`src/source/soc_bus_pkg.sv`:
```
/* bus types, address regions and fixed bus values for the system bus
   and the modules hanging off it */
package soc_bus_pkg;

	// valid/ready bus, a zero write strobe marks a read
	typedef logic [31:0] addr_t;
	typedef logic [31:0] data_t;
	typedef logic [3:0] strb_t;

	// top address nibble, anything not listed is unmapped
	typedef enum logic [3:0] {
		REGION_MISC = 4'h2,
		REGION_RAM = 4'h4
	} region_t;

	// read data returned for an access to an unmapped region
	localparam data_t BUS_ERROR_DATA = 32'hdeadbeef;

	// byte increment between consecutive words
	localparam logic [31:0] WORD_STEP = 32'd4;

endpackage
```
`src/source/dbg_loader.sv`:
```
/* debug register loader: queues address/data words from the debug port
   and replays them as full-word bus writes to consecutive addresses */
`timescale 1ns/1ns

module dbg_loader
	import soc_bus_pkg::*;
#(
	parameter int FIFO_DEPTH_LOG2 = 5
) (
	input logic clk48m,
	input logic rst,
	input logic dbg_strobe,
	input logic dbg_sel,
	input data_t dbg_data,
	output logic m_valid,
	output addr_t m_addr,
	output data_t m_wdata,
	output strb_t m_wstrb,
	input logic m_ready
);

	localparam int DEPTH = 2 ** FIFO_DEPTH_LOG2;

	// bit 32 is the tag, set for an address word
	logic [32:0] fifo_mem [DEPTH];
	logic [FIFO_DEPTH_LOG2-1:0] wr_ptr;
	logic [FIFO_DEPTH_LOG2-1:0] rd_ptr;
	logic fifo_empty;
	logic pop;
	logic [32:0] head;

	assign fifo_empty = (wr_ptr == rd_ptr);
	assign head = fifo_mem[rd_ptr];

	// a push wins over a pop, and nothing is popped while a write is pending
	assign pop = !dbg_strobe && !m_valid && !fifo_empty;

	// loader only ever writes whole words
	assign m_wstrb = 4'hf;

	always_ff @(posedge clk48m) begin
		if (dbg_strobe) begin
			fifo_mem[wr_ptr] <= {dbg_sel, dbg_data};
		end
	end

	always_ff @(posedge clk48m) begin
		if (rst) begin
			wr_ptr <= '0;
			rd_ptr <= '0;
			m_valid <= 1'b0;
			m_addr <= '0;
		end else begin
			if (dbg_strobe) begin
				wr_ptr <= wr_ptr + 1'b1;
			end
			if (m_valid && m_ready) begin
				m_valid <= 1'b0;
				m_addr <= m_addr + WORD_STEP;
			end
			if (pop) begin
				rd_ptr <= rd_ptr + 1'b1;
				if (head[32]) begin
					m_addr <= head[31:0];
				end else begin
					m_valid <= 1'b1;
				end
			end
		end
	end

	// write data is held until the next data entry is popped
	always_ff @(posedge clk48m) begin
		if (pop && !head[32]) begin
			m_wdata <= head[31:0];
		end
	end

endmodule

```
`config.mk`:
```
export PLATFORM = sky130hd
export DESIGN_NAME = dbg_loader
export DESIGN_NICKNAME = d
export VERILOG_FILES = /design/src/source/soc_bus_pkg.sv /design/src/source/dbg_loader.sv
export SDC_FILE = /design/constraint.sdc
export NUM_CORES = 1
export LEC_CHECK = 0
export CORE_MARGIN = 2
export CORE_UTILIZATION = 40
export DETAILED_ROUTE_END_ITERATION = 16
export DONT_BUFFER_PORTS = 1
export PLACE_DENSITY = 0.67
export RECOVER_POWER = 50
export SYNTH_ARGS = -nofsm -noshare
export SYNTH_HDL_FRONTEND = slang
export SYNTH_SLANG_ARGS = --single-unit
```
`constraint.sdc`:
```
create_clock -name clk48m -period 2.8 [get_ports clk48m]
set_input_delay 0.42 -clock clk48m [delete_from_list [all_inputs] [get_ports clk48m]]
set_output_delay 0.42 -clock clk48m [all_outputs]
set_load 0.02 [all_outputs]
```
## Word level (Yosys, flattened, before mapping)

Memory sizes are Yosys's and may differ from the RTL's. A register that Yosys moved wholly into a read port is not among the register bits.
Index checks and enable logic that the tools add are counted.

| word-level totals | value |
|---|---|
| register bits after elaboration | 75 |
| bits of input ports | 37 |
| memories kept | 1 |
| RAM bits | 1056 |
| word-level logic and storage cells | 28 |

| operators by class | value |
|---|---|
| multiplexer cells | 10 |
| add/sub/neg operators | 3 |
| equality and inequality tests | 1 |
| reduce and logical (&&, ||, !) cells | 8 |

Memory list:

| memory | depth | width | read ports | clocked after Yosys merged registers in | wr ports | line | text |
|---|---|---|---|---|---|---|---|
| fifo_mem | 32 | 33 | 1 | 1 | 1 | dbg_loader.sv:25 | `logic [32:0] fifo_mem [DEPTH];` |

Operators with widths:

| operator | count |
|---|---|
| two-way mux 32 bit | 3 |
| adder 32 x 3 -> 32 bit (second input constant) | 1 |
| adder 5 x 1 -> 5 bit (second input constant) | 2 |
| two-way mux 5 bit | 2 |
| == test 5 bit | 1 |
| two-way mux 1 bit | 5 |
| logical AND 1 bit | 4 |
| zero test 1 bit | 4 |

## Logic depth before layout (Yosys ltp)

Gate-level depths: netlist of run 1.

| depth | value |
|---|---|
| word-level depth | 5 |
| mapped depth | 8 |

## Least setup slack after synthesis of run 1

Ideal clock, no wire load.

| path | value |
|---|---|
| path kind | register -> register |
| from | reg wr_ptr[2] |
| to | mem fifo_mem[4][0], enable pin |
| setup slack | -0.130 ns |
| stages on the path, launching flop included | 4 |
| period minus slack after synthesis | 2.930 ns |
| arrival | 2.507 ns |
| cell sequence | dfxtp_1 -> clkbuf_1 -> or3b_2 -> nor2_1 |

RTL lines:

| item | line | text |
|---|---|---|
| start: declaration | dbg_loader.sv:26 | `logic [FIFO_DEPTH_LOG2-1:0] wr_ptr;` |
| start signal: assignment | dbg_loader.sv:55 | `wr_ptr <= wr_ptr + 1'b1;` |
| end: declaration | dbg_loader.sv:25 |  |

No word-level cell before the write port.

## Final worst setup path of run 1

| path | value |
|---|---|
| from | reg m_addr[21] |
| to | reg m_addr[31] |

| on the way | value |
|---|---|
| cells in the longest elaborated chain, start to end | 4 |

Ends and longest elaborated chain:

| item | line | text |
|---|---|---|
| start: declaration | dbg_loader.sv:16 | `output addr_t m_addr,` |
| start signal: assignment | dbg_loader.sv:59 | `m_addr <= m_addr + WORD_STEP;` |
| start signal: assignment | dbg_loader.sv:64 | `m_addr <= head[31:0];` |
| adder 32 x 3 -> 32 bit (*) | dbg_loader.sv:59 |  |
| two-way mux 32 bit (*) | dbg_loader.sv:57 | `if (m_valid && m_ready) begin` |
| two-way mux 32 bit | dbg_loader.sv:63 | `if (head[32]) begin` |
| two-way mux 32 bit (*) | dbg_loader.sv:61 | `if (pop) begin` |

Every way passes the cells marked *; elsewhere a longest branch is shown, timed or not.
A chain may end at the register's enable or synchronous reset.

==> results of run 1 <==
## critical path, stage by stage (launching register included)
cell                       delay, ps
sky130_fd_sc_hd__dfxtp_1         310
sky130_fd_sc_hd__clkbuf_1        440
sky130_fd_sc_hd__and4_1          340
sky130_fd_sc_hd__nand4_1         140
sky130_fd_sc_hd__nor4_1          370
sky130_fd_sc_hd__buf_4           190
sky130_fd_sc_hd__nand4_1         100
sky130_fd_sc_hd__buf_4           220
sky130_fd_sc_hd__xor2_1          140
sky130_fd_sc_hd__a211oi_1        250
## state kept, by name, summed over array words and instances (netlist names), named ones only
register,flops
m_valid,1
wr_ptr,5
fifo_mem,1056
rd_ptr,5
m_wdata,32
m_addr,32
## through the flow
step           utilization  worst slack [ps]  hold slack, ps
2_1_floorplan            -              -130             519
3_3_place_gp         0.430               182             504
3_5_place_dp         0.430               153             504
4_1_cts              0.467               140           0.413
5_1_grt              0.466              27.7            45.5
6_report             0.466               165            42.3
## how the worst max path moves through the flow
stage | startpoint | end | depth (start not counted)
3_3_place_gp | flip-flop | m_wdata[22] | 5
3_5_place_dp | flip-flop | m_wdata[22] | 5
5_1_grt | m_addr[21] | m_addr[31] | 9
6_report | m_addr[21] | m_addr[31] | 9
4_1_cts | flip-flop | m_wdata[22] | 5
2_1_floorplan | wr_ptr[2] | fifo_mem[4][0] | 3
## cells in the final DEF, fill, tap and decap left out, types with 17 or more instances in the layout
cell,count
sky130_fd_sc_hd__edfxtp_1,1088
sky130_fd_sc_hd__dfxtp_1,46
sky130_fd_sc_hd__xor2_1,25
sky130_fd_sc_hd__nor4_2,29
sky130_fd_sc_hd__clkbuf_16,109
sky130_fd_sc_hd__nand2_1,25
sky130_fd_sc_hd__clkbuf_1,51
sky130_fd_sc_hd__o22ai_1,128
sky130_fd_sc_hd__mux4_2,256
sky130_fd_sc_hd__buf_12,26
sky130_fd_sc_hd__clkinv_1,17
sky130_fd_sc_hd__mux2i_1,23
sky130_fd_sc_hd__nor2_4,32
sky130_fd_sc_hd__nor2_1,54
sky130_fd_sc_hd__buf_4,116
sky130_fd_sc_hd__dlygate4sd3_1,35
## report_power, final
group / internal [uW] / switching (uW)
registers: 19000 / 398
logic: 1230 / 1750
clock network: 8290 / 6310
total: 28500 / 8460
## kinds of logic after synthesis
logic type / after synthesis / synth area share
buffers and inverters: 113 / 0.0159
AOI/OAI and AO/OA: 163 / 0.0268
DFF: 1136 / 0.780
adders and majority gates: 6 / 0.00174
xor gates and xnor gates: 41 / 0.00833
muxes: 279 / 0.139
and+or+nand+nor: 209 / 0.0279
other: 1 / 0.0000870
## routing by layer
layer | GRT usage | vias up | share of wire
met3 | 0.0583 | 212 | 0.11
met4 | 0.0549 | 10 | 0.026
met1 | 0.282 | 11400 | 0.39
met2 | 0.325 | 1189 | 0.47
li1 | - | 8645 | -
met5 | 0 | - | 0.00050
## repair_timing
action                                  CTS  global route
hold buffers                             36             0
endpoints found under the hold margin  1104             0
gates resized for setup                   0             0
setup endpoints to repair                 0             0
## final cells by class
class                   count  area [um^2]
flip-flops and latches   1136        33600
well taps                1403         1760
fillers                  8674        57200
repair buffers            195         1830
multi-input cells         702         9060
diodes                      2         5.00
clock inverters            53          611
inverters                   7         26.3
clock buffers             152         2970
==> run_summary.xml, run 1 <==
<?xml version="1.0" encoding="UTF-8"?>
<metrics>
  <group name="synth">
    <metric name="cells_after_synth" unit="">1948</metric>
    <metric name="synth_async_sr_flop_share" unit="">0</metric>
    <metric name="synthMostInstantiatedCell" unit="">sky130_fd_sc_hd__edfxtp_1</metric>
    <metric name="yosysTopAreaCellShare" unit="">0.758</metric>
    <metric name="netlist_area_before_placement" unit="um^2">43100</metric>
    <metric name="yosys.cell_types.count" unit="">43</metric>
    <metric name="top_reg_cell_synth" unit="">sky130_fd_sc_hd__edfxtp_1</metric>
    <metric name="yosys_warnings" unit="">0</metric>
    <metric name="post_synth_main_area_contributors" unit="">sky130_fd_sc_hd__edfxtp_1 76%, sky130_fd_sc_hd__mux4_2 13%, sky130_fd_sc_hd__dfxtp_1 2.2%, sky130_fd_sc_hd__o22ai_1 1.9%, sky130_fd_sc_hd__nor4_2 0.84%</metric>
    <metric name="yosysSeqAreaShare" unit="">0.780</metric>
    <metric name="ys_seq_elements" unit="">1136</metric>
    <metric name="synth-edff-count" unit="">1088</metric>
    <metric name="synth.cells.most_frequent" unit="">1,088 x sky130_fd_sc_hd__edfxtp_1, 256 x sky130_fd_sc_hd__mux4_2, 128 x sky130_fd_sc_hd__o22ai_1</metric>
    <metric name="synth.largest_area_cell" unit="">sky130_fd_sc_hd__edfxtp_1</metric>
    <metric name="avgSynthCellArea" unit="um^2">22.1</metric>
  </group>
  <group name="timing">
    <metric name="aggregate_negative_setup_slack" unit="ps">0</metric>
    <metric name="timing.final.hold_violations" unit="">0</metric>
    <metric name="finalCritPeriodShare" unit="">0.941</metric>
    <metric name="skew" unit="ps">56.4</metric>
    <metric name="timing.max_slew.rel_slack" unit="">0.166</metric>
    <metric name="worst_slew_pin_slew" unit="ps">1250</metric>
    <metric name="timing.final.max_slew_violations" unit="">0</metric>
    <metric name="fin_crit" unit="ps">2630</metric>
    <metric name="setup_viol" unit="">0</metric>
    <metric name="grt_setup_unrepaired" unit="">no</metric>
    <metric name="max_freq" unit="MHz">380</metric>
  </group>
  <group name="detailed_routing">
    <metric name="route.detailed.wl_per_inst" unit="um">31.2</metric>
    <metric name="detailedRoute.firstPassIterationCount" unit="">8</metric>
    <metric name="vias" unit="">21400</metric>
    <metric name="route.detailed.drc" unit="">0</metric>
    <metric name="routed_via_density" unit="">5.87</metric>
    <metric name="drt-initial-drc-count" unit="">3142</metric>
    <metric name="drt-total-wl" unit="mm">114</metric>
    <metric name="route.antenna.remaining_nets" unit="">0</metric>
  </group>
  <group name="global_routing">
    <metric name="grt_pass1_wl" unit="mm">161</metric>
    <metric name="global_route.usage.total" unit="">0.206</metric>
    <metric name="number_of_global_route_vias_before_repair" unit="">21600</metric>
    <metric name="grt_overflow" unit="">0</metric>
    <metric name="grt_antenna_before_repair" unit="">8</metric>
    <metric name="grt_start_max_net_pins" unit="">58</metric>
  </group>
  <group name="power">
    <metric name="post-layout-total-power" unit="uW">36900</metric>
    <metric name="leakage" unit="uW">0.0151</metric>
    <metric name="vdd.ir_drop.worst" unit="V">0.000544</metric>
    <metric name="power-per-cell-area" unit="nW/um^2">740</metric>
  </group>
  <group name="critical_path">
    <metric name="rr_worst_depth" unit="">9</metric>
    <metric name="critPathMaxFanout" unit="">4</metric>
    <metric name="crit_path_end_kind" unit="">flip-flop</metric>
    <metric name="worst-endpoint-required" unit="ps">3390</metric>
    <metric name="timing.reg2reg.setup_slack" unit="ps">170</metric>
    <metric name="r2r_end" unit="">m_addr[31]</metric>
    <metric name="timing.critical_path.arrival" unit="ps">3220</metric>
    <metric name="timing.rr.start" unit="">m_addr[21]</metric>
    <metric name="setup.worst_path.class" unit="">reg2reg</metric>
    <metric name="worst_setup_path_start_kind" unit="">flip-flop</metric>
  </group>
  <group name="clock_tree">
    <metric name="cts_max_level" unit="">3</metric>
    <metric name="cts_buffer_count" unit="">108</metric>
    <metric name="clockRootBuffer" unit="">sky130_fd_sc_hd__clkbuf_16</metric>
    <metric name="tritoncts" unit="">yes</metric>
    <metric name="clk-insertion-delay-late" unit="ps">710</metric>
    <metric name="ctsLongestPathBuffers" unit="">3</metric>
    <metric name="clkSlewWorstSetupHoldPaths" unit="ps">60</metric>
    <metric name="postCtsSetupRepairBufs" unit="">0</metric>
    <metric name="clock_sinks" unit="">1136</metric>
  </group>
  <group name="die">
    <metric name="starting_density_of_the_core" unit="">0.403</metric>
    <metric name="fp.dieH" unit="um">332</metric>
    <metric name="floorplan.die.width" unit="um">332</metric>
    <metric name="floorplan.rows" unit="">120</metric>
    <metric name="design.portCount" unit="">106</metric>
    <metric name="fp.dieArea" unit="um^2">110000</metric>
    <metric name="core_ar" unit="um^2">107000</metric>
  </group>
  <group name="place">
    <metric name="place.gp.congestion" unit="">0.823</metric>
    <metric name="placed_cells_incl_taps" unit="">3407</metric>
    <metric name="io_buf_count" unit="">0</metric>
    <metric name="placedInstanceArea" unit="um^2">46000</metric>
    <metric name="place_hpwl" unit="mm">66.8</metric>
  </group>
  <group name="layout">
    <metric name="synthToLayoutAreaGrowth" unit="%">15.8</metric>
    <metric name="net_count_of_the_finished_layout" unit="">2193</metric>
    <metric name="finalInstanceArea" unit="um^2">49900</metric>
    <metric name="final_layout_size_suffix_gt1_frac" unit="">0.286</metric>
    <metric name="layout.cells.non_filler" unit="">3650</metric>
  </group>
  <group name="min_path">
    <metric name="worstHoldPathType" unit="">in2reg</metric>
    <metric name="worstHoldStart" unit="">dbg_strobe</metric>
    <metric name="holdPathStages" unit="">3</metric>
  </group>
  <group name="job">
    <metric name="max_cap_viol_count" unit="">0</metric>
  </group>
  <group name="outcome">
    <metric name="outcome" unit="">finished, final reports clean</metric>
  </group>
</metrics>
No activity file was read; power rests on OpenSTA's default activity.
==> run 2: changes to the inputs <==
ABC_AREA = 1   (was default)
PLACE_DENSITY = 0.65   (was 0.67)
clock period = 2.75 ns   (was 2.8 ns; I/O delays follow)
==> run_summary.xml, run 2 <==
<?xml version="1.0" encoding="UTF-8"?>
<metrics>
  <group name="outcome">
    <metric name="outcome" unit="">finished with violations</metric>
    <metric name="failed_checks" unit="">max-capacitance violations, max-slew violations</metric>
  </group>
  <group name="timing">
    <metric name="timing.final.hold_violations" unit="">0</metric>
    <metric name="worst_slew_pin_slew" unit="ps">1540</metric>
    <metric name="finalHoldWorstSlack" unit="ps">157</metric>
    <metric name="timing.final.max_slew_violations" unit="">33</metric>
    <metric name="fin_crit" unit="ps">2530</metric>
    <metric name="timing.max_slew.rel_slack" unit="">-0.0237</metric>
    <metric name="finalCritPeriodShare" unit="">0.919</metric>
    <metric name="setup_viol" unit="">0</metric>
    <metric name="max_freq" unit="MHz">396</metric>
    <metric name="grt_setup_unrepaired" unit="">no</metric>
    <metric name="aggregate_negative_setup_slack" unit="ps">0</metric>
    <metric name="skew" unit="ps">27.3</metric>
  </group>
  <group name="layout">
    <metric name="final_layout_size_suffix_gt1_frac" unit="">0.0834</metric>
    <metric name="filler_cell_count" unit="">10400</metric>
    <metric name="finalInstanceArea" unit="um^2">52800</metric>
    <metric name="layout.cells.most_common" unit="">sky130_fd_sc_hd__nand2_1</metric>
    <metric name="final_util" unit="">0.456</metric>
    <metric name="net_count_of_the_finished_layout" unit="">4094</metric>
    <metric name="seq_area" unit="um^2">33600</metric>
    <metric name="synthToLayoutAreaGrowth" unit="%">13.5</metric>
    <metric name="antenna-diode-count" unit="">0</metric>
    <metric name="top_library_cells_by_usage_in_the_layout_fill_and_taps_aside" unit="">1,449 x sky130_fd_sc_hd__nand2_1, 1,088 x sky130_fd_sc_hd__edfxtp_1, 840 x sky130_fd_sc_hd__nand3_1, 115 x sky130_fd_sc_hd__clkbuf_16, 85 x sky130_fd_sc_hd__nor2_1</metric>
    <metric name="area_used_by_multi_input_combinational_logic" unit="um^2">11300</metric>
    <metric name="layout.cells.non_filler" unit="">5672</metric>
    <metric name="layout_top_registers" unit="">fifo_mem (1056), m_addr (32), m_wdata (32)</metric>
    <metric name="largest_register_ffs" unit="">1056</metric>
    <metric name="largest_register" unit="">fifo_mem</metric>
  </group>
  <group name="critical_path">
    <metric name="crit_path_end_kind" unit="">flip-flop</metric>
    <metric name="setup.worst_path.class" unit="">reg2reg</metric>
    <metric name="rr_worst_depth" unit="">13</metric>
    <metric name="r2r_end" unit="">m_addr[30]</metric>
    <metric name="worst_setup_path_start_kind" unit="">flip-flop</metric>
    <metric name="timing.critical_path.arrival" unit="ps">3150</metric>
    <metric name="timing.reg2reg.setup_slack" unit="ps">220</metric>
    <metric name="critPathMaxFanout" unit="">87</metric>
    <metric name="worst-endpoint-required" unit="ps">3370</metric>
  </group>
  <group name="clock_tree">
    <metric name="cts.repair.resized" unit="">0</metric>
    <metric name="cts_max_level" unit="">3</metric>
    <metric name="clk-insertion-delay-late" unit="ps">690</metric>
    <metric name="ctsLongestPathBuffers" unit="">3</metric>
    <metric name="ctsHoldBuffers" unit="">40</metric>
    <metric name="tritoncts" unit="">yes</metric>
    <metric name="clockRootBuffer" unit="">sky130_fd_sc_hd__clkbuf_16</metric>
    <metric name="clock_sinks" unit="">1136</metric>
    <metric name="clkSlewWorstSetupHoldPaths" unit="ps">60</metric>
    <metric name="postCtsSetupRepairBufs" unit="">0</metric>
    <metric name="cts_buffer_count" unit="">112</metric>
  </group>
  <group name="die">
    <metric name="fp.dieH" unit="um">345</metric>
    <metric name="floorplan.rows" unit="">125</metric>
    <metric name="starting_density_of_the_core" unit="">0.402</metric>
    <metric name="fp.dieArea" unit="um^2">119000</metric>
    <metric name="design.portCount" unit="">106</metric>
    <metric name="floorplan.die.width" unit="um">345</metric>
    <metric name="core_ar" unit="um^2">116000</metric>
  </group>
  <group name="synth">
    <metric name="netlist_area_before_placement" unit="um^2">46500</metric>
    <metric name="yosysSeqAreaShare" unit="">0.723</metric>
    <metric name="synth.cells.most_frequent" unit="">1,449 x sky130_fd_sc_hd__nand2_1, 1,088 x sky130_fd_sc_hd__edfxtp_1, 840 x sky130_fd_sc_hd__nand3_1</metric>
    <metric name="yosys.cell_types.count" unit="">31</metric>
    <metric name="synth.largest_area_cell" unit="">sky130_fd_sc_hd__edfxtp_1</metric>
    <metric name="synth_async_sr_flop_share" unit="">0</metric>
    <metric name="synth-edff-count" unit="">1088</metric>
    <metric name="yosys_warnings" unit="">0</metric>
    <metric name="top_reg_cell_synth" unit="">sky130_fd_sc_hd__edfxtp_1</metric>
    <metric name="avgSynthCellArea" unit="um^2">11.6</metric>
    <metric name="post_synth_main_area_contributors" unit="">sky130_fd_sc_hd__edfxtp_1 70%, sky130_fd_sc_hd__nand2_1 12%, sky130_fd_sc_hd__nand3_1 9.0%, sky130_fd_sc_hd__dfxtp_1 2.1%, sky130_fd_sc_hd__buf_2 1.3%</metric>
    <metric name="yosysTopAreaCellShare" unit="">0.702</metric>
    <metric name="synthMostInstantiatedCell" unit="">sky130_fd_sc_hd__nand2_1</metric>
    <metric name="cells_after_synth" unit="">4002</metric>
    <metric name="ys_seq_elements" unit="">1136</metric>
  </group>
  <group name="global_routing">
    <metric name="global_route.usage.total" unit="">0.215</metric>
    <metric name="global_route.usage.met2" unit="">0.337</metric>
    <metric name="grt_antenna_before_repair" unit="">7</metric>
    <metric name="grt_pass1_wl" unit="mm">193</metric>
    <metric name="use_met3" unit="">0.0365</metric>
    <metric name="grt_overflow" unit="">0</metric>
    <metric name="number_of_global_route_vias_before_repair" unit="">29600</metric>
    <metric name="layer_carrying_the_most_global_route_usage" unit="">met2</metric>
    <metric name="grt.met1_usage" unit="">0.297</metric>
    <metric name="grt_start_max_net_pins" unit="">88</metric>
  </group>
  <group name="detailed_routing">
    <metric name="detailedRoute.firstPassIterationCount" unit="">6</metric>
    <metric name="route.detailed.drc" unit="">0</metric>
    <metric name="route.antenna.remaining_nets" unit="">0</metric>
    <metric name="routed_via_density" unit="">5.48</metric>
    <metric name="drt-initial-drc-count" unit="">3810</metric>
    <metric name="drt-total-wl" unit="mm">130</metric>
    <metric name="route.detailed.wl_per_inst" unit="um">22.9</metric>
    <metric name="vias" unit="">31100</metric>
  </group>
  <group name="power">
    <metric name="vdd.ir_drop.worst" unit="V">0.000554</metric>
    <metric name="power-per-cell-area" unit="nW/um^2">774</metric>
    <metric name="leakage" unit="uW">0.0188</metric>
  </group>
  <group name="min_path">
    <metric name="holdPathStages" unit="">3</metric>
    <metric name="worstHoldStart" unit="">dbg_strobe</metric>
    <metric name="holdPathEnd" unit="">wr_ptr[2]</metric>
    <metric name="worstHoldPathType" unit="">in2reg</metric>
  </group>
  <group name="place">
    <metric name="place_hpwl" unit="mm">69.9</metric>
    <metric name="placed_cells_incl_taps" unit="">5421</metric>
    <metric name="placedInstanceArea" unit="um^2">48900</metric>
    <metric name="io_buf_count" unit="">0</metric>
    <metric name="place.gp.congestion" unit="">0.862</metric>
  </group>
  <group name="job">
    <metric name="max_cap_viol_count" unit="">1</metric>
  </group>
</metrics>
[run 2: layout make-up]
type	count	area share
Multi-Input combinational cell	2563	0.213
Clock buffer	143	0.0572
Sequential cell	1136	0.637
Timing Repair Buffer	176	0.0401
Inverter	62	0.00498
Clock inverter	68	0.0109
Tap cell	1524	0.0361
[run 2: metal layers]
layer / routed length, um / share of wire / vias to the layer above
li1: - / - / 14000
met1: 52600 / 0.40 / 15300
met2: 60500 / 0.47 / 1474
met3: 11400 / 0.088 / 272
met4: 5400 / 0.042 / 4
met5: 28 / 0.00022 / -
[run 2: logic make-up after synthesis]
group	Yosys count	synth area share
DFF	1136	0.723
and+or+nand+nor	2437	0.221
muxes	1	0.000215
adders and majority gates	6	0.00161
buffers and inverters	306	0.0400
other	1	0.0000806
xor gates and xnor gates	25	0.00471
AOI/OAI and AO/OA	90	0.00971
[run 2: worst max path at each step]
stage / from / endpoint / depth (start not counted)
6_report: flip-flop / m_addr[30] / 13
5_1_grt: m_addr[7] / m_addr[28] / 13
4_1_cts: flip-flop / m_addr[30] / 13
3_5_place_dp: flip-flop / m_addr[30] / 13
3_3_place_gp: flip-flop / m_addr[30] / 13
2_1_floorplan: dbg_strobe / fifo_mem[16][0] / 3
[run 2: report_power, final]
part	total, uW	switching (uW)	internal, uW
Combinational	6150	4340	1810
Clock	15000	6560	8440
Sequential	19700	420	19300
[run 2: per-stage QoR]
step	setup WS (ps)	power [uW]
4_1_cts	254	41000
6_report	223	40900
2_1_floorplan	42.3	24200
3_5_place_dp	272	25900
5_1_grt	116	42400
3_3_place_gp	313	25900
[run 2: worst max-delay path: stages, from the launching register on]
cell	delay, ps
sky130_fd_sc_hd__dfxtp_4	420
sky130_fd_sc_hd__inv_16	230
sky130_fd_sc_hd__buf_12	380
sky130_fd_sc_hd__buf_4	320
sky130_fd_sc_hd__nand2_1	80
sky130_fd_sc_hd__nand3_1	100
sky130_fd_sc_hd__nand3_1	80
sky130_fd_sc_hd__nand2_1	70
sky130_fd_sc_hd__nand2_1	40
sky130_fd_sc_hd__nand3_1	90
sky130_fd_sc_hd__nand2_1	170
sky130_fd_sc_hd__nand3_1	220
sky130_fd_sc_hd__nand2_1	100
sky130_fd_sc_hd__nor2_2	120
